--- src/verilog/video_timing_pkg.sv ---
`default_nettype none

package video_timing_pkg;

    localparam int h_res  = 480;
    localparam int v_res  = 272;
    localparam int h_fp   = 2;
    localparam int h_sync = 41;
    localparam int h_bp   = 2;
    localparam int v_fp   = 2;
    localparam int v_sync = 10;
    localparam int v_bp   = 2;

    // line opens with blanking, the frame opens with active lines
    localparam int h_blank = h_fp + h_sync + h_bp;
    localparam int h_total = h_blank + h_res;
    localparam int v_total = v_res + v_fp + v_sync + v_bp;

    typedef struct packed {
        logic [9:0] x;          // wraps around during blanking
        logic [8:0] y;
        logic       de;
        logic       hs;         // active low
        logic       vs;         // active low
        logic       line_start;
    } beam_t;

endpackage

`default_nettype wire

--- src/verilog/tile_gfx_pkg.sv ---
`default_nettype none

package tile_gfx_pkg;

    localparam int vram_depth   = 4096;
    localparam int pattern_base = 0;     // 4 words per tile, even row in upper half
    localparam int palette_base = 1024;
    localparam int sprite_base  = 1056;
    localparam int map_base     = 2048;
    localparam int map_cols     = 60;
    localparam int max_sprites  = 16;

    typedef enum logic [2:0] {
        FETCH_IDLE,
        FETCH_ATTR,
        FETCH_PATTERN,
        FETCH_PALETTE,
        FETCH_MAP
    } fetch_kind_e;

    typedef struct packed {
        logic [8:0] x;
        logic [7:0] y;
        logic [7:0] tile;
        logic [4:0] palette;
        logic       behind_bg;
        logic       disabled;
    } sprite_attr_t;

    typedef struct packed {
        logic [7:0]  tile;
        logic [4:0]  palette;
        logic [18:0] reserved;
    } map_entry_t;

    typedef struct packed {
        logic       opaque;
        logic [7:0] color;   // rgb332
    } pixel_t;

    // colour k of a palette word sits in byte 3-k, index 0 is see-through
    function automatic pixel_t palette_pixel(logic [31:0] pal, logic [1:0] idx);
        pixel_t px;
        px.opaque = (idx != 2'd0);
        px.color  = pal[8*(3 - idx) +: 8];
        return px;
    endfunction

endpackage

`default_nettype wire

--- src/verilog/pixel_mixer.sv ---
`timescale 1ns/10ps
`default_nettype none

module pixel_mixer
(
    input  wire                          vga_clk,
    input  wire                          reset,
    input  wire video_timing_pkg::beam_t beam,
    input  wire tile_gfx_pkg::pixel_t    spr_pixel,
    input  wire                          spr_behind_bg,
    input  wire tile_gfx_pkg::pixel_t    bg_pixel,
    output logic [2:0]                   vga_r,
    output logic [2:0]                   vga_g,
    output logic [1:0]                   vga_b,
    output logic                         vga_hs,
    output logic                         vga_vs,
    output logic                         vga_de
);

    logic [1:0] de_d;
    logic [1:0] hs_d;
    logic [1:0] vs_d;
    logic [7:0] color;

    // syncs follow the two renderer pipeline stages
    always_ff @(posedge vga_clk)
    begin
        if (reset)
        begin
            de_d <= 2'b00;
            hs_d <= 2'b11;
            vs_d <= 2'b11;
        end
        else
        begin
            de_d <= {de_d[0], beam.de};
            hs_d <= {hs_d[0], beam.hs};
            vs_d <= {vs_d[0], beam.vs};
        end
    end

    assign vga_de = de_d[1];
    assign vga_hs = hs_d[1];
    assign vga_vs = vs_d[1];

    always_comb
    begin
        if (spr_pixel.opaque && !(spr_behind_bg && bg_pixel.opaque))
            color = spr_pixel.color;
        else if (bg_pixel.opaque)
            color = bg_pixel.color;
        else
            color = 8'd0;
    end

    assign {vga_r, vga_g, vga_b} = vga_de ? color : 8'd0;

    assert property (@(posedge vga_clk) disable iff (reset)
                     !beam.de |-> ##2 ({vga_r, vga_g, vga_b} == 8'd0))
        else $error("colour outside the active area");

endmodule

`default_nettype wire

--- config.mk ---
export PLATFORM = sky130hd
export DESIGN_NAME = pixel_mixer
export DESIGN_NICKNAME = d
export VERILOG_FILES = /design/src/verilog/video_timing_pkg.sv /design/src/verilog/tile_gfx_pkg.sv /design/src/verilog/pixel_mixer.sv
export SDC_FILE = /design/constraint.sdc
export NUM_CORES = 1
export LEC_CHECK = 0
export ABC_CLOCK_PERIOD_IN_PS = 1100
export BUFFER_PORTS_ARGS = -buffer_cell sky130_fd_sc_hd__clkbuf_2
export CORE_MARGIN = 1
export CORE_UTILIZATION = 30
export DETAILED_ROUTE_END_ITERATION = 10
export PLACE_DENSITY = 0.77
export SYNTH_ARGS = -nofsm -noshare
export SYNTH_HDL_FRONTEND = slang
export SYNTH_SLANG_ARGS = --single-unit
--- constraint.sdc ---
create_clock -name vga_clk -period 1.1 [get_ports vga_clk]
set_clock_uncertainty 0.2 [all_clocks]
set_input_delay 0.055 -clock vga_clk [delete_from_list [all_inputs] [get_ports vga_clk]]
set_output_delay 0.055 -clock vga_clk [all_outputs]
set_load 0.02 [all_outputs]
Word level (Yosys, flattened, before mapping)
Index checks and enable logic that the tools add are counted.
{"block": "word_totals", "regBits": 6, "in_bits": 44, "output_inout_bits": 11, "word_cells": 9}
{"block": "op_classes", "n_mux": 3, "reduce_logical": 3}
{"op": "two-way mux 8 bit", "count": 3}
{"op": "logical AND 1 bit", "count": 2}
{"op": "logical NOT 1 bit", "count": 1}

Depth between registers and ports, before layout
{"block": "logic_depth", "depth_word": 5, "depth_mapped": 4, "depth_no_buf": 2}

Worst setup path after synthesis
OpenSTA, ideal clock, no wires.
{"block": "synth_timing", "kind": "reg-to-output", "start": "reg de_d[1]", "end": "out vga_g[2]", "t_arrival_ps": 1127, "required_time_ps": 845, "path_slack_ps": -282, "stages_incl_launch_ff": 5, "n_path_buf": 2, "path_cell_list": "dfxtp_1 -> buf_6 -> buf_12 -> nand2_1 -> o32ai_2"}
{"block": "synth_between", "elab_chain_len": 1}
{"element": "from (decl)", "line_no": "pixel_mixer.sv:20", "text": "logic [1:0] de_d;"}
{"element": "from (signal assigned)", "line_no": "pixel_mixer.sv:36", "text": "de_d <= {de_d[0], beam.de};"}
{"element": "two-way mux 8 bit", "line_no": "pixel_mixer.sv:56", "text": "assign {vga_r, vga_g, vga_b} = vga_de ? color : 8'd0;"}
{"element": "to (decl)", "line_no": "pixel_mixer.sv:13", "text": "output logic [2:0] vga_g,"}
No other way between the ends.

Worst setup path after layout
{"block": "layout_timing", "start": "reg de_d[1]", "end": "out vga_r[1]"}
{"block": "layout_between", "elab_chain_len": 1}
{"element": "two-way mux 8 bit", "line_no": "pixel_mixer.sv:56"}
{"element": "to (decl)", "line_no": "pixel_mixer.sv:12", "text": "output logic [2:0] vga_r,"}
No other way between the ends.

==> impl_metrics.toml <==
[run_status]
outcome = "finished with violations"
violations = "setup timing"

[global_route]
gr-total-overflow = 0
grt_pass1_wl_mm = 1.66
antenna_found_initial = 0
first_global_vias = 410
grt.total_usage = 0.159
grt_max_degree = 11

[min_path]
min_from = "vs_d[0]$_SDFF_PP1_"
hold_path_class = "flip-flop to flip-flop"

[die]
die_w_um = 39.3
coreArea_um2 = 1300
dieArea_um2 = 1550
start_util = 0.321
io_pins = 55
die_h_um = 39.3
rows = 13

[worst_setup_path]
required_ns = 0.84
crit_family = "flip-flops"
crit_type = "flip-flop to primary output"
cp_max_fo = 6
critPathMaxStageDelay_ns = 0.38
reg2reg_from = "hs_d[0]$_SDFF_PP1_"
path_cells = "buf_8 > nand2_4 > o32ai_4 > clkbuf_8"
critPathLaunch = "de_d[1]$_SDFF_PP0_"
crit_slowest_cell = "dfxtp_4"
end_kind = "primary output"
arrival_ns = 1.21
startpoint_type = "flip-flop"
path_buf_inv = 2

[sta]
period_needed_ns = 1.46
clock.fmax_mhz = 683
final-max-slew-violation-count = 0
setup_slack_ns = -0.364
setup_violations = 12
period_share = 1.33
rsz0062_at_grt = "true"
relSlewSlack = 0.722
tightestPinTransition_ns = 0.417
hold_viol_final = 0

[clock_tree]
cts_tree = "done"
clk_pin_slew_ns = 0.05
cts_buffer_depth = 2
htreeDepth = 1
cts_num_sinks = 6
clk_latency_ns = 0.23
cts_buffers = 3
cts_root_buf = "clkbuf_4"

[drt]
drc = 0
final_antenna_net_count = 0
drt_iter0_markers = 0
drt-total-wl_mm = 1.26
drt_pass1_iterations = 1
vias_per_cell = 4.68
vias = 473
wl_per_cell_um = 12.4

[pwr]
p_comb_frac = 0.341
swShare = 0.285
ir_drop_v = 0.000634
power.internal_uw = 483
power_frac_seq = 0.343
leakage_nw = 0.385
powerDensity_nw_per_um2 = 744
net-switching-power_uw = 192
power.share.clock = 0.316

[yosys]
syn_area_um2 = 418
yosysWarnings = 0
synth_seq_cells = 6
synth.net_count = 87
ys_types = 11
syn_inst = 43
syn_avg_cell_area_um2 = 9.72
ys_seq_area_frac = 0.287

[finish]
fin_util = 0.697
drive_above_1_share = 0.709
final_cell_mix = "clkbuf_2, nand2_1, o32ai_4, clkbuf_8"
finalNonFillerCells = 101
area_delta_synth_final_pct = 117
layout.nets = 131
diodes = 0
layout_commonest_cell = "clkbuf_2"

[placement]
dp_hpwl_um = 792
place_ws_ns = -0.114
post-place-cells = 90
place_congestion = 0.628
io_buffers = 34

[run]
maxCapViolCount = 0
==> path summary, 6_finish.rpt <==
| kind | endpoint | slack (ns) | depth (start not counted) |
|---|---|---|---|
| worst max-delay path | vga_r[1] | -0.36 | 4 |
| worst min-delay path | vs_d[1]$_SDFF_PP1_ | 0.21 | 1 |
| worst max register to register | hs_d[1]$_SDFF_PP1_ | 0.25 | 1 |
| worst min register to register | vs_d[1]$_SDFF_PP1_ | 0.21 | 1 |
==> cell type report <==
class	instances	area (um2)
inverter	1	3.75
tap	15	18.8
multi-input combinational	32	374
clock buffer	4	26.3
sequential	6	124
fill	102	394
timing repair buffer	43	360
==> logic make-up after synthesis <==
| kind of cell | share of synthesized area |
|---|---|
| flops | 0.287 |
| compound gates | 0.335 |
| simple gates | 0.249 |
| buf+inv | 0.129 |
==> registers in the layout (all words and copies together) (netlist names) <==
name,flops
vs_d,2
hs_d,2
de_d,2
==> power by group through the flow <==
stage	clock network (mW)	registers, mW	logic (mW)
5_1_grt	0.240	0.233	0.243
6_report	0.213	0.232	0.230
3_3_place_gp	0	0.239	0.176
2_1_floorplan	0	0.239	0.115
4_1_cts	0.220	0.234	0.209
3_5_place_dp	0	0.240	0.179
==> repair_timing <==
| action | 4_1_cts | 5_1_grt |
|---|---|---|
| endpoints found under the hold margin | 6 | 6 |
| setup buffers | 1 | 2 |
| pin swaps | 0 | 1 |
| resized for setup | 19 | 15 |
| endpoints found under the setup margin | 9 | 12 |
| hold buffers | 4 | 1 |
==> cells in the mapped netlist <==
| cell | count | area share |
|---|---|---|
| buf_4 | 1 | 0.018 |
| or2_1 | 1 | 0.015 |
| buf_6 | 2 | 0.054 |
| nor2b_1 | 3 | 0.045 |
| a21bo_2 | 1 | 0.024 |
| o32ai_2 | 8 | 0.31 |
| or2_2 | 3 | 0.045 |
| dfxtp_1 | 6 | 0.29 |
| buf_12 | 1 | 0.048 |
| inv_1 | 1 | 0.0090 |
| nand2_1 | 16 | 0.14 |
==> per-layer routing <==
layer	vias to the layer above	track usage	wire (um)
li1	234	-	-
met1	219	0.141	434
met2	20	0.329	742
met3	0	0.0455	78
met4	0	0.0517	0
met5	-	0	0
==> per-stage QoR <==
stage	power, mW	instance area, um2	setup TNS [ns]	hold slack [ns]
2_1_floorplan	0.354	519	-0.382	-0.0831
3_3_place_gp	0.414	698	-0.682	0.0331
3_5_place_dp	0.418	698	-0.841	0.0388
4_1_cts	0.663	848	-3.01	0.211
5_1_grt	0.716	907	-3.55	0.214
6_report	0.675	907	-2.98	0.206
Note: power is estimated with default switching activity, not from simulation.
