==> config.mk <==
export PLATFORM = sky130hd
export DESIGN_NAME = sprite_renderer
export DESIGN_NICKNAME = d
export VERILOG_FILES = /design/src/verilog/video_timing_pkg.sv /design/src/verilog/tile_gfx_pkg.sv /design/src/verilog/sprite_renderer.sv
export SDC_FILE = /design/constraint.sdc
export NUM_CORES = 2
export LEC_CHECK = 0
export BUFFER_PORTS_ARGS = -buffer_cell sky130_fd_sc_hd__buf_2
export CORE_MARGIN = 10
export CORE_UTILIZATION = 35
export CTS_BUF_LIST = sky130_fd_sc_hd__clkbuf_16
export DETAILED_ROUTE_END_ITERATION = 10
export GPL_ROUTABILITY_DRIVEN = 0
export GPL_TIMING_DRIVEN = 1
export PLACE_DENSITY = 0.48
export SLEW_MARGIN = 25
export SYNTH_ARGS = -nofsm -noshare
export SYNTH_HDL_FRONTEND = slang
export SYNTH_SLANG_ARGS = --single-unit
==> constraint.sdc <==
create_clock -name vga_clk -period 5 [get_ports vga_clk]
set_clock_uncertainty 0.1 [all_clocks]
set_input_delay 0.25 -clock vga_clk [delete_from_list [all_inputs] [get_ports vga_clk]]
set_output_delay 0.25 -clock vga_clk [all_outputs]
set_load 0.01 [all_outputs]
==> src/verilog/video_timing_pkg.sv <==
`default_nettype none

package video_timing_pkg;

    localparam int h_res  = 480;
    localparam int v_res  = 272;
    localparam int h_fp   = 2;
    localparam int h_sync = 41;
    localparam int h_bp   = 2;
    localparam int v_fp   = 2;
    localparam int v_sync = 10;
    localparam int v_bp   = 2;

    // line opens with blanking, the frame opens with active lines
    localparam int h_blank = h_fp + h_sync + h_bp;
    localparam int h_total = h_blank + h_res;
    localparam int v_total = v_res + v_fp + v_sync + v_bp;

    typedef struct packed {
        logic [9:0] x;          // wraps around during blanking
        logic [8:0] y;
        logic       de;
        logic       hs;         // active low
        logic       vs;         // active low
        logic       line_start;
    } beam_t;

endpackage

`default_nettype wire

==> src/verilog/tile_gfx_pkg.sv <==
`default_nettype none

package tile_gfx_pkg;

    localparam int vram_depth   = 4096;
    localparam int pattern_base = 0;     // 4 words per tile, even row in upper half
    localparam int palette_base = 1024;
    localparam int sprite_base  = 1056;
    localparam int map_base     = 2048;
    localparam int map_cols     = 60;
    localparam int max_sprites  = 16;

    typedef enum logic [2:0] {
        FETCH_IDLE,
        FETCH_ATTR,
        FETCH_PATTERN,
        FETCH_PALETTE,
        FETCH_MAP
    } fetch_kind_e;

    typedef struct packed {
        logic [8:0] x;
        logic [7:0] y;
        logic [7:0] tile;
        logic [4:0] palette;
        logic       behind_bg;
        logic       disabled;
    } sprite_attr_t;

    typedef struct packed {
        logic [7:0]  tile;
        logic [4:0]  palette;
        logic [18:0] reserved;
    } map_entry_t;

    typedef struct packed {
        logic       opaque;
        logic [7:0] color;   // rgb332
    } pixel_t;

    // colour k of a palette word sits in byte 3-k, index 0 is see-through
    function automatic pixel_t palette_pixel(logic [31:0] pal, logic [1:0] idx);
        pixel_t px;
        px.opaque = (idx != 2'd0);
        px.color  = pal[8*(3 - idx) +: 8];
        return px;
    endfunction

endpackage

`default_nettype wire

==> src/verilog/sprite_renderer.sv <==
`timescale 1ns/10ps
`default_nettype none

module sprite_renderer
(
    input  wire                          vga_clk,
    input  wire                          reset,
    input  wire video_timing_pkg::beam_t beam,
    output logic                         vram_req,
    output logic [11:0]                  vram_addr,
    input  wire                          vram_grant,
    input  wire [31:0]                   vram_rdata,
    output tile_gfx_pkg::pixel_t         pixel,
    output logic                         behind_bg
);

    tile_gfx_pkg::sprite_attr_t attr_tab [tile_gfx_pkg::max_sprites];
    tile_gfx_pkg::pixel_t       row_px [tile_gfx_pkg::max_sprites][8];

    tile_gfx_pkg::fetch_kind_e state;
    tile_gfx_pkg::fetch_kind_e pend_kind;
    logic [3:0]                idx;
    logic [3:0]                pend_idx;
    logic                      pend;
    logic                      pend_half;
    logic [15:0]               pat_hold;
    logic [8:0]                fetch_dy;
    logic [9:0]                dx;
    logic [8:0]                dy;
    tile_gfx_pkg::pixel_t      hit_px;
    logic                      hit_behind;
    tile_gfx_pkg::pixel_t      s1_px;
    logic                      s1_behind;

    assign fetch_dy = beam.y - 9'(attr_tab[idx].y);
    assign vram_req = (state != tile_gfx_pkg::FETCH_IDLE);

    always_comb
    begin
        case (state)
            tile_gfx_pkg::FETCH_ATTR:
                vram_addr = 12'(tile_gfx_pkg::sprite_base + idx);
            tile_gfx_pkg::FETCH_PATTERN:
                vram_addr = 12'(tile_gfx_pkg::pattern_base + attr_tab[idx].tile * 4 + fetch_dy[2:1]);
            tile_gfx_pkg::FETCH_PALETTE:
                vram_addr = 12'(tile_gfx_pkg::palette_base + attr_tab[idx].palette);
            default:
                vram_addr = '0;
        endcase
    end

    always_ff @(posedge vga_clk)
    begin
        if (reset)
        begin
            state <= tile_gfx_pkg::FETCH_IDLE;
            idx   <= '0;
            pend  <= 1'b0;
        end
        else
        begin
            pend <= vram_grant;
            if (beam.line_start)
            begin
                idx <= '0;
                // table reload on the last blanking line, row fetch on all others
                if (beam.y == 9'(video_timing_pkg::v_total - 1))
                    state <= tile_gfx_pkg::FETCH_ATTR;
                else
                    state <= tile_gfx_pkg::FETCH_PATTERN;
            end
            else if (vram_grant)
            begin
                case (state)
                    tile_gfx_pkg::FETCH_ATTR, tile_gfx_pkg::FETCH_PALETTE:
                    begin
                        idx <= idx + 4'd1;
                        if (idx == 4'(tile_gfx_pkg::max_sprites - 1))
                            state <= tile_gfx_pkg::FETCH_IDLE;
                        else if (state == tile_gfx_pkg::FETCH_PALETTE)
                            state <= tile_gfx_pkg::FETCH_PATTERN;
                    end
                    tile_gfx_pkg::FETCH_PATTERN:
                        state <= tile_gfx_pkg::FETCH_PALETTE;
                    default:
                        state <= tile_gfx_pkg::FETCH_IDLE;
                endcase
            end
        end
    end

    always_ff @(posedge vga_clk)
    begin
        pend_kind <= state;
        pend_idx  <= idx;
        pend_half <= fetch_dy[0];  // odd rows in the lower half-word
        if (pend)
        begin
            case (pend_kind)
                tile_gfx_pkg::FETCH_ATTR:
                    attr_tab[pend_idx] <= vram_rdata;
                tile_gfx_pkg::FETCH_PATTERN:
                    pat_hold <= pend_half ? vram_rdata[15:0] : vram_rdata[31:16];
                tile_gfx_pkg::FETCH_PALETTE:
                    for (int i = 0; i < 8; i++)
                        row_px[pend_idx][i] <=
                            tile_gfx_pkg::palette_pixel(vram_rdata, pat_hold[15 - 2*i -: 2]);
                default: ;
            endcase
        end
        s1_px     <= hit_px;
        s1_behind <= hit_behind;
        pixel     <= s1_px;
        behind_bg <= s1_behind;
    end

    // walk downward so the lowest index is written last
    always_comb
    begin
        hit_px     = '0;
        hit_behind = 1'b0;
        for (int s = tile_gfx_pkg::max_sprites - 1; s >= 0; s--)
        begin
            dx = beam.x - 10'(attr_tab[s].x);
            dy = beam.y - 9'(attr_tab[s].y);
            if (!attr_tab[s].disabled && dx < 10'd8 && dy < 9'd8 &&
                row_px[s][dx[2:0]].opaque)
            begin
                hit_px     = row_px[s][dx[2:0]];
                hit_behind = attr_tab[s].behind_bg;
            end
        end
    end

    assert property (@(posedge vga_clk) disable iff (reset) vram_grant |-> vram_req)
        else $error("sprite grant without request");

endmodule

`default_nettype wire

Yosys cells after proc, flatten, opt, wreduce, memory -nomap -nowiden
Memories as Yosys holds them, arrays and structs flattened. A register that Yosys moved wholly into a read port is not among the register bits.
Cells that the tools add are included.

cells by class
  add/sub/neg operators = 45
  magnitude comparators = 48
  equal/unequal tests = 9
  shift-type cells = 8
  multiplexer cells = 96
  bitwise operators = 16
  reduce and logical (&&, ||, !) cells = 79

operators by type and width
  operator                                                   number
  binary-select mux 9 bit (select 3 bit)                     16
  2-to-1 mux 9 bit                                           48
  variable part select 32 x 33 -> 8 bit                      8
  < comparator 10 x 4 -> 1 bit (second input constant)       16
  subtractor 10 x 9 -> 10 bit                                16
  < comparator 9 x 4 -> 1 bit (second input constant)        16
  subtractor 9 x 8 -> 9 bit                                  16
  greater-or-equal comparator 4 bit (second input constant)  16
  NOT 3 -> 4 bit                                             16
  logical AND 1 bit                                          48
  case mux 12 bit (3 select lines)                           1
  subtractor 2 x 2 -> 3 bit (first input constant)           8
  2-to-1 mux 1 bit                                           22
  nonzero test 2 bit                                         9
  zero test 1 bit                                            16
  2-to-1 mux 16 bit                                          1
  adder 11 x 4 -> 12 bit (first input constant)              1
  adder 11 x 5 -> 12 bit (first input constant)              1
  equality test 3 x 2 -> 1 bit (second input constant)       4
  2-to-1 mux 3 bit                                           4
  adder 10 x 2 -> 11 bit                                     1
  equality test 9 bit (second input constant)                1
  2-to-1 mux 4 bit                                           2
  equality test 3 x 1 -> 1 bit (second input constant)       2
  9 further kinds                                            12

storage, ports and cells
  bits in registers = 52
  bits in writable memories = 1664
  bits of input ports = 58
  output and inout port bits = 23
  logic and storage cells = 316
  memories = 2

memories
  memory    depth  bits a word  rd ports  clocked after memory_dff  wr ports  line                   text
  row_px    16     72           16        0                         1         sprite_renderer.sv:18  tile_gfx_pkg::pixel_t row_px [tile_gfx_pkg::max_sprites][8];
  attr_tab  16     32           17        1                         1         sprite_renderer.sv:17  tile_gfx_pkg::sprite_attr_t attr_tab [tile_gfx_pkg::max_sprites];

Depth between registers and ports, before layout
An unclocked memory read counts as a cell.

  depth in word-level cells = 23
  depth in mapped cells = 18
  mapped depth without buffers = 15

Least setup slack after synthesis
Ideal clock, no wire load.

  path kind = register to register
  start = register pend_idx[3]
  end = memory row_px[0][0] (netlist name) (enable)
  library setup time = 503 ps
  arrival = 3778 ps
  data required time = 4397 ps
  path slack = 620 ps
  stages on the path, launching flop included = 4
  buffers on the path = 1
  clock period less this slack = 4380 ps
  cell sequence = dfxtp_1 > or2_2 > clkbuf_1 > nor2_1

RTL lines
  element                   line                   text
  start: declaration        sprite_renderer.sv:23  logic [3:0] pend_idx;
  start signal: assignment  sprite_renderer.sv:95  pend_idx <= idx;
  end: declaration          sprite_renderer.sv:18

No word-level cell before the write port.

==> qor.csv <==
stage,metric,value,unit
status,status,completed,
min_path,hold_class,primary input to register,
pwr,p_leak,30.4,nW
grt,grt_first_pass_wirelength,344000,um
setup_path,critPathBufInv,2,
synth,syn_nets,4832,
synth,ys.flop_type,edfxtp_1,
clock_tree,clk_transition_reported_paths,0.06,ns
sta,timing.final.crit_share,87.1,%
synth,avgSynthCellArea,17.2,um^2
clock_tree,cts_root_buf,clkbuf_16,
sta,setup_viol,0,
sta,layout_min_cycle_time,4.36,ns
clock_tree,insertion_delay,0.84,ns
finish,multi_input_area,24700,um^2
synth,synth_edf_count,1680,
route,drc,0,
setup_path,regToRegSetupSlack,0.64,ns
setup_path,cpLargestDelayFamily,simple AND/OR/NAND/NOR gates,
synth,synthArstFlopShare,0,%
setup_path,setup.worst_path.start_class,register,
placement,dp.cells,7497,
sta,final.setup.tns,0,ns
synth,synthAdderAreaFrac,4.62,%
floorplan,die_w,490,um
grt,antenna_found_initial,18,
synth,synth_compound_area_share,5.80,%
route,wl_per_cell,31.6,um
synth,syn-instance-count,4499,
finish,area_delta_synth_final,15.4,%
sta,relSlewSlack,27.2,%
synth,yosysWarningCount,0,
grt,gr-total-overflow,0,
pwr,ir_drop,0.000367,V
synth,synth_area,77200,um^2
setup_path,cp.required,5.64,ns
route,vias_per_cell,5.60,
finish,finish.net_count,5182,
finish,stdcell_count,7881,
setup_path,endpoint_kind,register,
synth,muxShareOfSynthArea,15.2,%
route,vias,44100,
setup_path,cp_cell_sequence,ha_2 -> fa_1 -> nand2b_1 -> a21oi_1 -> xnor2_1 -> or4_1 -> or4_4 -> nor4_4 -> buf_4 -> a21oi_2 -> nor2b_1 -> buf_4 -> o211ai_2 -> a311oi_1 -> o31ai_2,
placement,io_buffers,76,
pwr,power_density,361,nW/um^2
grt,grt_max_degree,73,
floorplan,die_h,490,um
clock_tree,hold_buffers,31,
synth,yosysTopAreaCellShare,65.3,%
floorplan,core_area,220000,um^2
sta,hold_viol,0,
setup_path,path_common_cell,buf_4,
finish,seq_area,51200,um^2
route,ant_nets,0,
floorplan,dieArea,240000,um^2
job,drv_cap,0,
grt,grt_pass1_vias,43300,
synth,synth_top_family_by_area,multiplexers,
setup_path,cp.arrival,5.00,ns
clock_tree,clock_path_buffers,3,
clock_tree,postCtsSetupRepairBufs,0,
setup_path,critical-path-slowest-cell,or4_1,
floorplan,fp-row-count,172,
grt,grtUsageTotal,20.5,%
placement,hpwl,159000,um
synth,synth_top_area_cell,edfxtp_1,
clock_tree,numCtsBuffers,189,
sta,timing.fmax,0.230,GHz
sta,slew_violations,0,
clock_tree,cts-resized-gates,0,
sta,whs,0.0694,ns
synth,synth_xor_area_share,1.26,%
setup_path,crit_fanout,11,
synth,synth.area.top_cells,"edfxtp_1 (65%), mux4_2 (13%), ha_1 (4.2%), inv_1 (1.5%), mux2i_1 (1.4%)",
route,drt_first_pass_iters,6,
route,routed_wl,249000,um
synth,yosysSeqAreaShare,66.3,%
floorplan,ios,81,
synth,ys_types,90,
setup_path,cpPeakStageDelay,0.54,ns
finish,fillers,19900,
synth,ys_seq_elements,1718,
clock_tree,cts_num_sinks,1718,
floorplan,initial_core_util,35.2,%
sta,tightestPinTransition,1.09,ns
clock_tree,ctsHtreeMaxLevel,4,
synth,synthSimpleGateAreaFrac,4.60,%
route,drtIter0Drc,4691,
clock_tree,cts_tree,done,
setup_path,crit_type,register to register,
sta,grt_setup_unrepaired,no,
finish,drive_above_1_share,23.3,%
## through the flow
step                setup WS (ns)  power [mW]  util, %  cell area, um^2
floorplan                   0.620        17.5        -            77200
global placement            0.421        18.6     37.6            82600
detailed placement          0.421        18.6     37.6            82600
CTS                         0.595        32.4     40.6            89000
global route                0.358        33.1     40.6            89100
finish                      0.644        32.2     40.6            89100
## cells in the mapped netlist (27+ instances only)
| cell type | n |
|---|---|
| o21ai_0 | 114 |
| a21oi_1 | 137 |
| dfxtp_1 | 38 |
| mux2_2 | 77 |
| clkbuf_1 | 74 |
| mux4_2 | 432 |
| xor2_1 | 34 |
| edfxtp_1 | 1680 |
| nor4_1 | 28 |
| o2111ai_1 | 32 |
| ha_1 | 258 |
| mux2i_1 | 111 |
| nand2_1 | 176 |
| nor3_1 | 48 |
| buf_2 | 27 |
| buf_1 | 37 |
| a21o_1 | 31 |
| nand2b_1 | 48 |
| xnor2_1 | 54 |
| o21a_1 | 32 |
| nand3_1 | 36 |
| nor2_1 | 152 |
| inv_1 | 305 |
| nor2b_1 | 56 |
## layout make-up
class	count	share of cell area (%)
Clock buffer	193	5.42
Inverter	305	1.28
Tap cell	2871	4.03
Antenna cell	4	0.0112
Sequential cell	1718	57.5
Timing Repair Buffer	300	2.68
Multi-Input combinational cell	2335	27.7
Clock inverter	155	1.42
## power breakdown
part / internal [mW] / switching [mW] / total, mW
clock: 7.91 / 5.91 / 13.8
combinational: 0.835 / 1.61 / 2.45
sequential: 15.9 / 0.0292 / 15.9
## final timing paths
kind | to | startpoint | depth (start not counted)
setup reg to reg | s1_px[3] | attr_tab[5][23] | 15
hold reg to reg | pixel[7] | s1_px[7] | 0
setup / recovery | s1_px[3] | attr_tab[5][23] | 15
hold / removal | attr_tab[15][24] | vram_rdata[24] | 2
## per-layer routing
layer	GRT usage, %	vias up	share of wire [%]
met5	0	-	0
met4	6.38	0	3.4
met3	3.21	344	6.1
met2	32.2	1517	46
met1	29.1	23400	44
li1	-	18900	-
## placed cells by master, fill, tap and decap left out, drive strengths merged, types with 32 or more instances in the layout
master,count
o21ai,137
nand2,176
o21a,32
mux2i,111
nand3,36
mux4,432
buf,269
xor2,45
o2111ai,32
mux2,79
ha,258
clkbuf,193
nor3,48
nand2b,48
nor2b,56
nor2,152
dfxtp,38
clkinv,86
inv,350
edfxtp,1680
xnor2,54
a21oi,138
## sequential cells by signal (all words and copies together) (netlist names), named ones only
| register | count |
|---|---|
| state | 1 |
| pend_half | 1 |
| pat_hold | 16 |
| pixel | 9 |
| row_px | 1152 |
| s1_px | 9 |
| idx | 4 |
| s1_behind | 1 |
| pend | 1 |
| pend_idx | 4 |
| pend_kind | 2 |
| behind_bg | 1 |
| attr_tab | 512 |
## logic make-up (layout without fill, tap and decap cells)
logic type | after synthesis | after routing
flops | 1718 | 1718
simple gates | 693 | 693
compound gates | 645 | 645
mux | 622 | 622
buf+inv | 446 | 953
fa+ha+maj | 275 | 275
xor+xnor | 99 | 99
other cells | 1 | 5
Note: power is estimated with default switching activity, not from simulation.
