[src/verilog/video_timing_pkg.sv]
`default_nettype none

package video_timing_pkg;

    localparam int h_res  = 480;
    localparam int v_res  = 272;
    localparam int h_fp   = 2;
    localparam int h_sync = 41;
    localparam int h_bp   = 2;
    localparam int v_fp   = 2;
    localparam int v_sync = 10;
    localparam int v_bp   = 2;

    // line opens with blanking, the frame opens with active lines
    localparam int h_blank = h_fp + h_sync + h_bp;
    localparam int h_total = h_blank + h_res;
    localparam int v_total = v_res + v_fp + v_sync + v_bp;

    typedef struct packed {
        logic [9:0] x;          // wraps around during blanking
        logic [8:0] y;
        logic       de;
        logic       hs;         // active low
        logic       vs;         // active low
        logic       line_start;
    } beam_t;

endpackage

`default_nettype wire

[src/verilog/video_timing.sv]
`timescale 1ns/10ps
`default_nettype none

module video_timing
(
    input  wire                       vga_clk,
    input  wire                       reset,
    output video_timing_pkg::beam_t   beam
);

    logic [9:0] h_count;
    logic [8:0] v_count;

    always_ff @(posedge vga_clk)
    begin
        if (reset)
        begin
            h_count <= '0;
            v_count <= '0;
        end
        else if (h_count == 10'(video_timing_pkg::h_total - 1))
        begin
            h_count <= '0;
            if (v_count == 9'(video_timing_pkg::v_total - 1))
                v_count <= '0;
            else
                v_count <= v_count + 9'd1;
        end
        else
        begin
            h_count <= h_count + 10'd1;
        end
    end

    assign beam.x          = h_count - 10'(video_timing_pkg::h_blank);
    assign beam.y          = v_count;
    assign beam.de         = (h_count >= 10'(video_timing_pkg::h_blank)) &&
                             (v_count < 9'(video_timing_pkg::v_res));
    assign beam.hs         = !((h_count >= 10'(video_timing_pkg::h_fp)) &&
                               (h_count < 10'(video_timing_pkg::h_fp + video_timing_pkg::h_sync)));
    assign beam.vs         = !((v_count >= 9'(video_timing_pkg::v_res + video_timing_pkg::v_fp)) &&
                               (v_count < 9'(video_timing_pkg::v_total - video_timing_pkg::v_bp)));
    assign beam.line_start = (h_count == 10'd0);

    assert property (@(posedge vga_clk) disable iff (reset) $rose(beam.de) |-> beam.vs)
        else $error("de rose inside vertical sync");

endmodule

`default_nettype wire

[config.mk]
export PLATFORM = sky130hd
export DESIGN_NAME = video_timing
export DESIGN_NICKNAME = d
export VERILOG_FILES = /design/src/verilog/video_timing_pkg.sv /design/src/verilog/video_timing.sv
export SDC_FILE = /design/constraint.sdc
export NUM_CORES = 1
export LEC_CHECK = 0
export BUFFER_PORTS_ARGS = -buffer_cell sky130_fd_sc_hd__buf_2
export CORE_MARGIN = 4
export CORE_UTILIZATION = 50
export DETAILED_ROUTE_END_ITERATION = 6
export HOLD_SLACK_MARGIN = 0.03
export PLACE_DENSITY = 0.78
export SLEW_MARGIN = 20
export SYNTH_ARGS = -nofsm -noshare
export SYNTH_HDL_FRONTEND = slang
export SYNTH_SLANG_ARGS = --single-unit
[constraint.sdc]
create_clock -name vga_clk -period 1.98 [get_ports vga_clk]
set_input_delay 0.099 -clock vga_clk [delete_from_list [all_inputs] [get_ports vga_clk]]
set_output_delay 0.099 -clock vga_clk [all_outputs]
set_load 0.005 [all_outputs]
==> Yosys cells after proc, flatten, opt, wreduce, memory -nomap -nowiden <==
Index checks and enable logic that the tools add are counted.
{ "totals": {"reg_bits": 19, "input_bits": 2, "out_inout_bits": 23} }
{ "op_classes": {"order_cmp": 6, "reduce_logical": 7, "muxes": 1, "n_eq_ne": 2, "addsub": 3} }
{ "op_table": {"columns": ["operator", "n"], "rows": [
  ["$lt A9 B9 Y1 const B", 2],
  ["$add A10 B1 Y10 const B", 1],
  ["$eq A10 B10 Y1 const B", 1],
  ["$ge A10 B2 Y1 const B", 1],
  ["$ge A10 B6 Y1 const B", 1],
  ["$logic_not A10 Y1", 1],
  ["$lt A10 B6 Y1 const B", 1],
  ["$sub A10 B6 Y10 const B", 1],
  ["$add A9 B1 Y9 const B", 1],
  ["$eq A9 B9 Y1 const B", 1],
  ["$ge A9 B9 Y1 const B", 1],
  ["$mux W9", 1],
  ["$logic_and A1 B1 Y1", 3],
  ["$logic_not A1 Y1", 2],
  ["$reduce_or A2 Y1", 1]
]} }

==> Depth between registers and ports, before layout <==
Gate-level depths: netlist (run 1).
{ "depth": {"ltp_word": 3, "mapped_depth": 8} }

==> Worst setup path before layout (run 1) <==
No wires, ideal clock.
{ "synth_timing": {"path_kind": "register to register", "start": "register h_count[0]", "end": "register v_count[8]", "t_required_ns": 1.910, "setup_ns": 0.070, "arrival_ns": 1.781, "path_stages_with_launch": 8, "setup_slack_ns": 0.129, "path_buffers": 1, "path_cell_list": "dfxtp_1 inv_1 ha_1 nor4b_4 nand3_2 buf_6 or4_1 a21oi_1"} }
{ "synth_via": {"elab_chain_cells": 1} }
{ "synth_lines": {"columns": ["item", "line_no", "source"], "rows": [
  ["start: declaration", "video_timing.sv:11", "logic [9:0] h_count;"],
  ["start signal: assignment", "video_timing.sv:31", "h_count <= h_count + 10'd1;"],
  ["$eq A10 B10 Y1", "video_timing.sv:21", "else if (h_count == 10'(video_timing_pkg::h_total - 1))"],
  ["end signal: assignment", "video_timing.sv:27", "v_count <= v_count + 9'd1;"],
  ["end: declaration", "video_timing.sv:12", "logic [8:0] v_count;"]
]} }
No other way between the ends.
A chain may end at the register's enable or synchronous reset.

==> results of run 1 <==
## where the power goes
group	leakage [uW]	internal (uW)	switching (uW)	total [uW]
clock network	0.0000150	78.6	116	194
registers	0.000154	388	6.04	394
logic	0.000464	60.6	60.6	121
## cells in the mapped netlist (2+ instances only)
| master | instances |
|---|---|
| dfxtp_1 | 19 |
| nor2_1 | 19 |
| a21oi_1 | 11 |
| nand2_1 | 10 |
| xnor2_1 | 9 |
| xor2_1 | 9 |
| nand3_1 | 8 |
| ha_1 | 7 |
| inv_1 | 6 |
| nand4_1 | 6 |
| nor3_1 | 6 |
| clkbuf_1 | 4 |
| nand2b_1 | 4 |
| and2_1 | 3 |
| and4_1 | 3 |
| and3_1 | 2 |
| buf_1 | 2 |
| buf_6 | 2 |
| nor4_1 | 2 |
| o21ai_0 | 2 |
| o31ai_1 | 2 |
| or3b_1 | 2 |
| or4_1 | 2 |
## worst max-delay path: cells and delay by family (launching register included)
kind | cells | cell delay (ns)
DFF | 1 | 0.35
and+or+nand+nor | 3 | 0.52
adders and majority gates | 1 | 0.12
buffers and inverters | 3 | 0.41
## metal layers
metal  up-vias  GRT usage, %  share of wire (%)  wire, microns
met3         2          5.12                5.9            169
met2        33          30.6                 48           1370
met4         0          2.98               0.60             17
met5         -             0                  0              0
li1        588             -                  -              -
met1       539          26.5                 45           1290
## worst paths after layout
| check | to | startpoint | slack, ns |
|---|---|---|---|
| setup / recovery | beam[0] | h_count[0] | 0.17 |
| hold reg to reg | v_count[8] | v_count[8] | 0.52 |
| hold / removal | v_count[8] | v_count[8] | 0.52 |
| setup reg to reg | v_count[5] | h_count[0] | 0.18 |
## sequential cells by signal, summed over array words and instances (netlist names)
name,flops
h_count,10
v_count,9
## cell families after synthesis
family          Yosys count
buf+inv                  15
fa+ha+maj                 7
flops                    19
simple gates             72
mux                       1
xor+xnor                 18
compound gates           20
## stage by stage
| stage | TNS, ns | setup slack (ns) | cell area (sq um) | utilization, % | total power [uW] |
|---|---|---|---|---|---|
| 2_1_floorplan | 0 | 0.129 | 1230 | - | 456 |
| 3_3_place_gp | 0 | 0.228 | 1390 | 60.9 | 495 |
| 3_5_place_dp | 0 | 0.122 | 1390 | 60.9 | 498 |
| 4_1_cts | 0 | 0.0429 | 1420 | 62.5 | 698 |
| 5_1_grt | -0.0107 | -0.00634 | 1490 | 65.3 | 758 |
| 6_report | 0 | 0.173 | 1490 | 65.3 | 709 |
## cell type report
type / count / area, sq um / area share [%]
clock buffers: 4 / 26.3 / 1.77
inverters: 6 / 25.0 / 1.68
multi-input cells: 118 / 805 / 54.1
flip-flops and latches: 19 / 383 / 25.8
well taps: 28 / 35.0 / 2.36
repair buffers: 36 / 213 / 14.3
## timing repair
item,CTS,global route
endpoints found under the setup margin,0,6
resized for setup,0,11
hold endpoints to repair,1,0
hold buffers,1,0
setup buffers,0,4
==> impl_metrics.yaml, run 1 <==
sta:
  hold_violations: 0
  worst_slew_pin_slew_ns: 0.413
  finalSetupViolCount: 0
  fin_crit_ns: 1.81
  whs_ns: 0.525
  slew_violations: 0
  skew_ns: 0.00137
  fmax_ghz: 0.553
  relSlewSlack_pct: 72.5
  post-route-period-util_pct: 91.3
place:
  routabilityCongestion: 0.879
  port_buffers: 24
  hpwl_microns: 2080
  dpl.cell_count: 202
synth:
  synth_edf_count: 0
  synth_xor_area_share_pct: 12.8
  synth_area_leader_cell: "dfxtp_1"
  yosysUniqueCellTypes: 35
  syn_area_sq_um: 1230
  synth_compound_area_share_pct: 9.55
  synth.area.mux_share_pct: 0.813
  netlist_instances: 152
  synthAdderAreaFrac_pct: 7.11
  synth-seq-cells: 19
  synthesis.nets: 161
  synth_ff_type: "dfxtp_1"
  synth_top_family_by_area: "simple AND/OR/NAND/NOR gates"
  async_reset_ff_share_pct: 0
  yosysSeqAreaShare_pct: 30.9
  syn_avg_cell_area_sq_um: 8.10
  netlist.area_leader.share_pct: 30.9
  yosysWarningCount: 0
  synthTopCellsByArea: "dfxtp_1 (31%), ha_1 (7.1%), xnor2_1 (6.4%)"
  synth-simple-area-share_pct: 32.7
worst_setup_path:
  crit_chain: "inv_4 -> ha_4 -> nor4b_4 -> buf_4 -> nand2_2 -> nor4_2 -> buf_2"
  endpoint_kind: "primary output"
  crit_path_max_incr_delay_ns: 0.35
  arrival_ns: 1.71
  crit_type: "flip-flop to primary output"
  path_max_fanout: 4
  critical_path_required_ns: 1.88
  crit_path_start_kind: "flip-flop"
  r2r_cells: 7
  critPathSlowestCell: "dfxtp_2"
floorplan:
  fp.dieW_microns: 57.6
  rows: 17
  initial_core_util_pct: 54.1
  dieArea_sq_um: 3320
  ios: 25
  die_h_microns: 57.6
  core_sq_um: 2280
clock_tree:
  clock_path_buffers: 2
  htree_num_levels: 1
  cts_sinks: 19
  clk_latency_ns: 0.30
  cts_tree: "done"
  clk_pin_slew_ns: 0.10
  cts_buffers: 3
  cts-root-buf: "clkbuf_4"
final_layout:
  n_antenna_cell: 0
  drive_above_1_share_pct: 26.2
  most-common-layout-cells: "buf_2 (24), nor2_1 (19), dfxtp_1 (17), a21oi_1 (11), buf_4 (11)"
  synthToLayoutAreaGrowth_pct: 20.7
  finalNonFillerCells: 211
  nets: 193
  layout_commonest_cell: "buf_2"
  nFillCells: 189
detailed_routing:
  drt-initial-drc-count: 33
  avgRoutedWirePerCell_microns: 13.5
  drtPass1Iterations: 4
  remaining_drc_errors: 0
  ant_nets: 0
  routed_wl_microns: 2850
  vias: 1162
  via_per_inst: 5.51
power:
  powerDensity_nw_per_um2: 477
  ir_drop_uv: 522
  p_leak_uw: 0.000634
grt:
  grt_antenna_before_repair: 0
  grt_pass1_vias: 1118
  grt_max_degree: 12
  grt_pass1_wl_microns: 5180
  overflow: 0
  track_usage_pct: 19.2
worst_hold_path:
  hold_class: "flip-flop to flip-flop"
  hold_depth: 2
flow_run:
  cap_violations: 0
outcome:
  status: "complete, no violations"
(Power assumes the default switching activity.)
==> run 2: changes to the inputs <==
Clock period 1.98 ns to 1.8 ns, I/O delays scaled along.
==> impl_metrics.yaml, run 2 (synthesized netlist as in run 1, its figures left out) <==
outcome:
  status: "complete, no violations"
place:
  port_buffers: 24
  hpwl_microns: 2180
  routabilityCongestion: 0.882
  dp_slack_ns: 0.0907
power:
  swShare_pct: 27.2
  switchingPower_uw: 213
  powerDensity_nw_per_um2: 513
  ir_drop_uv: 508
  internal_power_uw: 571
  p_comb_share_pct: 16.7
  p_clk_share_pct: 28.3
  power_frac_seq_pct: 55.0
  p_leak_uw: 0.000653
  total_power_uw: 785
worst_setup_path:
  critPathSlowestCell: "or4b_1"
  crit_chain: "inv_2 -> ha_4 -> nor4b_4 -> buf_4 -> nand4_1 -> or4b_1 -> o21ai_1"
  path_max_fanout: 3
  critical_path_required_ns: 2.04
  crit_path_max_incr_delay_ns: 0.52
  crit_path_start_kind: "flip-flop"
  arrival_ns: 2.01
  crit_type: "flip-flop to flip-flop"
  endpoint_kind: "flip-flop"
grt:
  overflow: 0
  grt_pass1_wl_microns: 5000
  grt_pass1_vias: 1128
  track_usage_pct: 18.8
  grt_max_degree: 14
  grt_antenna_before_repair: 0
floorplan:
  rows: 17
  core_sq_um: 2280
  initial_core_util_pct: 54.1
  dieArea_sq_um: 3320
  die_h_microns: 57.6
  fp.dieW_microns: 57.6
  ios: 25
clock_tree:
  cts_sinks: 19
  clk_pin_slew_ns: 0.12
  cts_tree: "done"
  cts_buffers: 3
  htree_num_levels: 1
  clk_latency_ns: 0.30
  cts-root-buf: "clkbuf_4"
  clock_path_buffers: 2
sta:
  whs_ns: 0.541
  relSlewSlack_pct: 71.0
  fmax_ghz: 0.566
  skew_ns: 0.00606
  worst_slew_pin_slew_ns: 0.434
  slew_violations: 0
  hold_violations: 0
  post-route-period-util_pct: 98.2
  fin_crit_ns: 1.77
  fin_ws_ns: 0.0317
  finalSetupViolCount: 0
  rsz0062_at_grt: "true"
final_layout:
  nets: 195
  top_regs: "h_count x10, v_count x9"
  synthToLayoutAreaGrowth_pct: 24.2
  largest_register_ffs: 10
  drive_above_1_share_pct: 30.8
  layout_commonest_cell: "buf_2"
  largest-register: "h_count"
  most-common-layout-cells: "buf_2 (24), nor2_1 (19), dfxtp_1 (16), buf_4 (12), nand2_1 (10)"
  n_antenna_cell: 0
  nFillCells: 177
  fin_util_pct: 67.2
detailed_routing:
  routed_wl_microns: 3100
  drtPass1Iterations: 4
  avgRoutedWirePerCell_microns: 14.5
  ant_nets: 0
  vias: 1214
  drt-initial-drc-count: 52
  remaining_drc_errors: 0
  via_per_inst: 5.70
flow_run:
  cap_violations: 0
worst_hold_path:
  hold_class: "flip-flop to flip-flop"
-- run 2: path summary, 6_finish.rpt --
kind                                   end       start  slack (ns)  cells past startpoint
worst max-delay path            v_count[3]  h_count[1]        0.03                      7
worst max register to register  v_count[3]  h_count[1]        0.03                      7
worst min register to register  v_count[8]  v_count[8]        0.54                      2
worst min-delay path            v_count[8]  v_count[8]        0.54                      2
-- run 2: timing repair --
action                     4_1_cts  5_1_grt
gates cloned                     0        0
setup buffers                    1        1
pin swaps                        0        6
hold endpoints to repair         3        0
gates resized for setup          2       14
setup endpoints to repair        3       12
hold buffers                     1        0
-- run 2: cell type report --
| cell class | instances | area, sq um | share of cell area [%] |
|---|---|---|---|
| Multi-Input combinational cell | 118 | 826 | 54.0 |
| Sequential cell | 19 | 384 | 25.1 |
| Timing Repair Buffer | 38 | 231 | 15.1 |
| Tap cell | 28 | 35.0 | 2.29 |
| Inverter | 6 | 25.0 | 1.64 |
| Clock buffer | 3 | 22.5 | 1.47 |
| Clock inverter | 1 | 5.00 | 0.327 |
-- run 2: worst max-delay path: cells and delay by family (launching register included) --
family / cells / cell delay, ns
AOI/OAI and AO/OA: 1 / 0.08
adders and majority gates: 1 / 0.13
buffers and inverters: 2 / 0.28
DFF: 1 / 0.34
and+or+nand+nor: 3 / 0.87
-- run 2: per-layer routing --
layer	vias up	routed length, microns	track usage [%]
li1	590	-	-
met2	53	1410	29.2
met1	557	1410	25.3
met3	14	169	3.56
met5	-	0	0
met4	0	110	8.28
-- run 2: metrics by stage --
step                std cells  setup TNS [ns]  cell area, sq um
finish                    213               0              1530
global placement          206               0              1420
global route              213          -0.229              1530
detailed placement        206               0              1420
floorplan                 152               0              1230
CTS                       212               0              1460
-- run 2: power groups by stage --
stage               clock network, uW  logic [uW]  registers [uW]
floorplan                           0        58.4             444
finish                            222         131             432
CTS                               230         115             430
global placement                    0         106             439
global route                      249         144             433
detailed placement                  0         108             440
==> run 3: changes to the inputs <==
Settings changed: CORE_UTILIZATION 50 to 45, PLACE_DENSITY 0.78 to 0.74.
Clock period 1.8 ns to 1.43 ns, I/O delays scaled along.
==> impl_metrics.yaml, run 3 (synthesized netlist as in run 1, its figures left out) <==
place:
  dp_slack_ns: -0.231
  routabilityCongestion: 0.923
  dpl.cell_count: 225
  port_buffers: 24
  hpwl_microns: 2370
clock_tree:
  cts_tree: "done"
  clock_path_buffers: 2
  clk_latency_ns: 0.30
  cts_sinks: 19
  clk_pin_slew_ns: 0.11
  htree_num_levels: 1
  cts_buffers: 3
  cts-root-buf: "clkbuf_4"
final_layout:
  nFillCells: 164
  largest-register: "h_count"
  most-common-layout-cells: "buf_4 (27), buf_2 (24), nor2_1 (19), dfxtp_1 (14)"
  drive_above_1_share_pct: 48.6
  nets: 220
  layout_commonest_cell: "buf_4"
  finalNonFillerCells: 240
  synthToLayoutAreaGrowth_pct: 54.7
  largest_register_ffs: 10
  n_antenna_cell: 0
  top_regs: "h_count x10, v_count x9"
sta:
  worst_slew_pin_slew_ns: 0.327
  rsz0062_at_grt: "true"
  skew_ns: 0.00140
  fmax_ghz: 0.568
  relSlewSlack_pct: 78.2
  post-route-period-util_pct: 123
  whs_ns: 0.523
  fin_ws_ns: -0.329
  hold_violations: 0
  setup_tns_ns: -5.30
  slew_violations: 0
  fin_crit_ns: 1.76
  finalSetupViolCount: 29
grt:
  grt_pass1_wl_microns: 5620
  track_usage_pct: 20.6
  grt_pass1_vias: 1227
  overflow: 0
  grt_antenna_before_repair: 0
  grt_max_degree: 12
power:
  total_power_uw: 1090
  p_leak_uw: 0.000813
  ir_drop_uv: 703
  powerDensity_nw_per_um2: 570
floorplan:
  die_h_microns: 60.3
  fp.dieW_microns: 60.3
  ios: 25
  initial_core_util_pct: 48.4
  dieArea_sq_um: 3640
  core_sq_um: 2540
  rows: 18
detailed_routing:
  avgRoutedWirePerCell_microns: 15.3
  remaining_drc_errors: 0
  drt-initial-drc-count: 56
  drtPass1Iterations: 4
  via_per_inst: 5.34
  ant_nets: 0
  vias: 1281
  routed_wl_microns: 3660
worst_setup_path:
  crit_path_start_kind: "flip-flop"
  arrival_ns: 2.01
  reg2reg_setup_slack_ns: -0.33
  crit_path_max_incr_delay_ns: 0.51
  critical_path_required_ns: 1.68
  endpoint_kind: "flip-flop"
  critPathSlowestCell: "or4_4"
  path_max_fanout: 7
  crit_chain: "inv_4 -> ha_4 -> nor4b_4 -> buf_4 -> nand3_4 -> or4_4 -> a21oi_2"
  crit_type: "flip-flop to flip-flop"
outcome:
  status: "complete, but fails checks"
  violations: "setup timing"
flow_run:
  cap_violations: 0
worst_hold_path:
  hold_class: "flip-flop to flip-flop"
-- run 3: through the flow --
stage                     util (%)  area [sq um]
after floorplan                  -          1260
after global placement        62.2          1580
after detailed placement      62.2          1580
after CTS                     69.3          1760
after global routing          74.8          1900
final                         74.8          1900
-- run 3: critical path: cells and delay by family (launching register included) --
kind,cells,cell delay (ns)
adder cells (fa/ha/maj),1,0.12
AO/OA/AOI/OAI,1,0.13
AND/OR/NAND/NOR,3,0.82
buffers and inverters,2,0.24
flip-flops,1,0.37
-- run 3: what timing repair did --
action                                  CTS  global route
setup buffers                             6             5
gates cloned                              0             0
endpoints found under the setup margin   30            31
resized for setup                        21            27
endpoints found under the hold margin     2             0
hold buffers                              1             0
pin swaps                                13            13
-- run 3: report_power, final --
group / leakage [uW] / switching (uW) / internal (uW)
registers: 0.000156 / 6.08 / 537
clock network: 0.0000177 / 175 / 105
logic: 0.000640 / 117 / 146
total: 0.000813 / 298 / 787
-- run 3: final timing paths --
kind	end	start	cells after the start
hold reg to reg	v_count[1]	v_count[1]	2
setup reg to reg	v_count[8]	h_count[0]	7
setup / recovery	v_count[8]	h_count[0]	7
hold / removal	v_count[1]	v_count[1]	2
-- run 3: area by class of cell --
type | instances | area [sq um] | area share, %
well taps | 30 | 37.5 | 1.97
repair buffers | 63 | 469 | 24.6
multi-input cells | 118 | 956 | 50.2
clock inverters | 1 | 5.00 | 0.263
inverters | 6 | 25.0 | 1.31
clock buffers | 3 | 22.5 | 1.18
flip-flops and latches | 19 | 389 | 20.4
-- run 3: metal layers --
layer | vias up | GRT usage [%] | part of all wire, %
met2 | 43 | 33.3 | 52
li1 | 638 | - | -
met3 | 6 | 5.40 | 5.8
met4 | 0 | 7.91 | 1.2
met5 | - | 0 | 0
met1 | 594 | 26.2 | 41
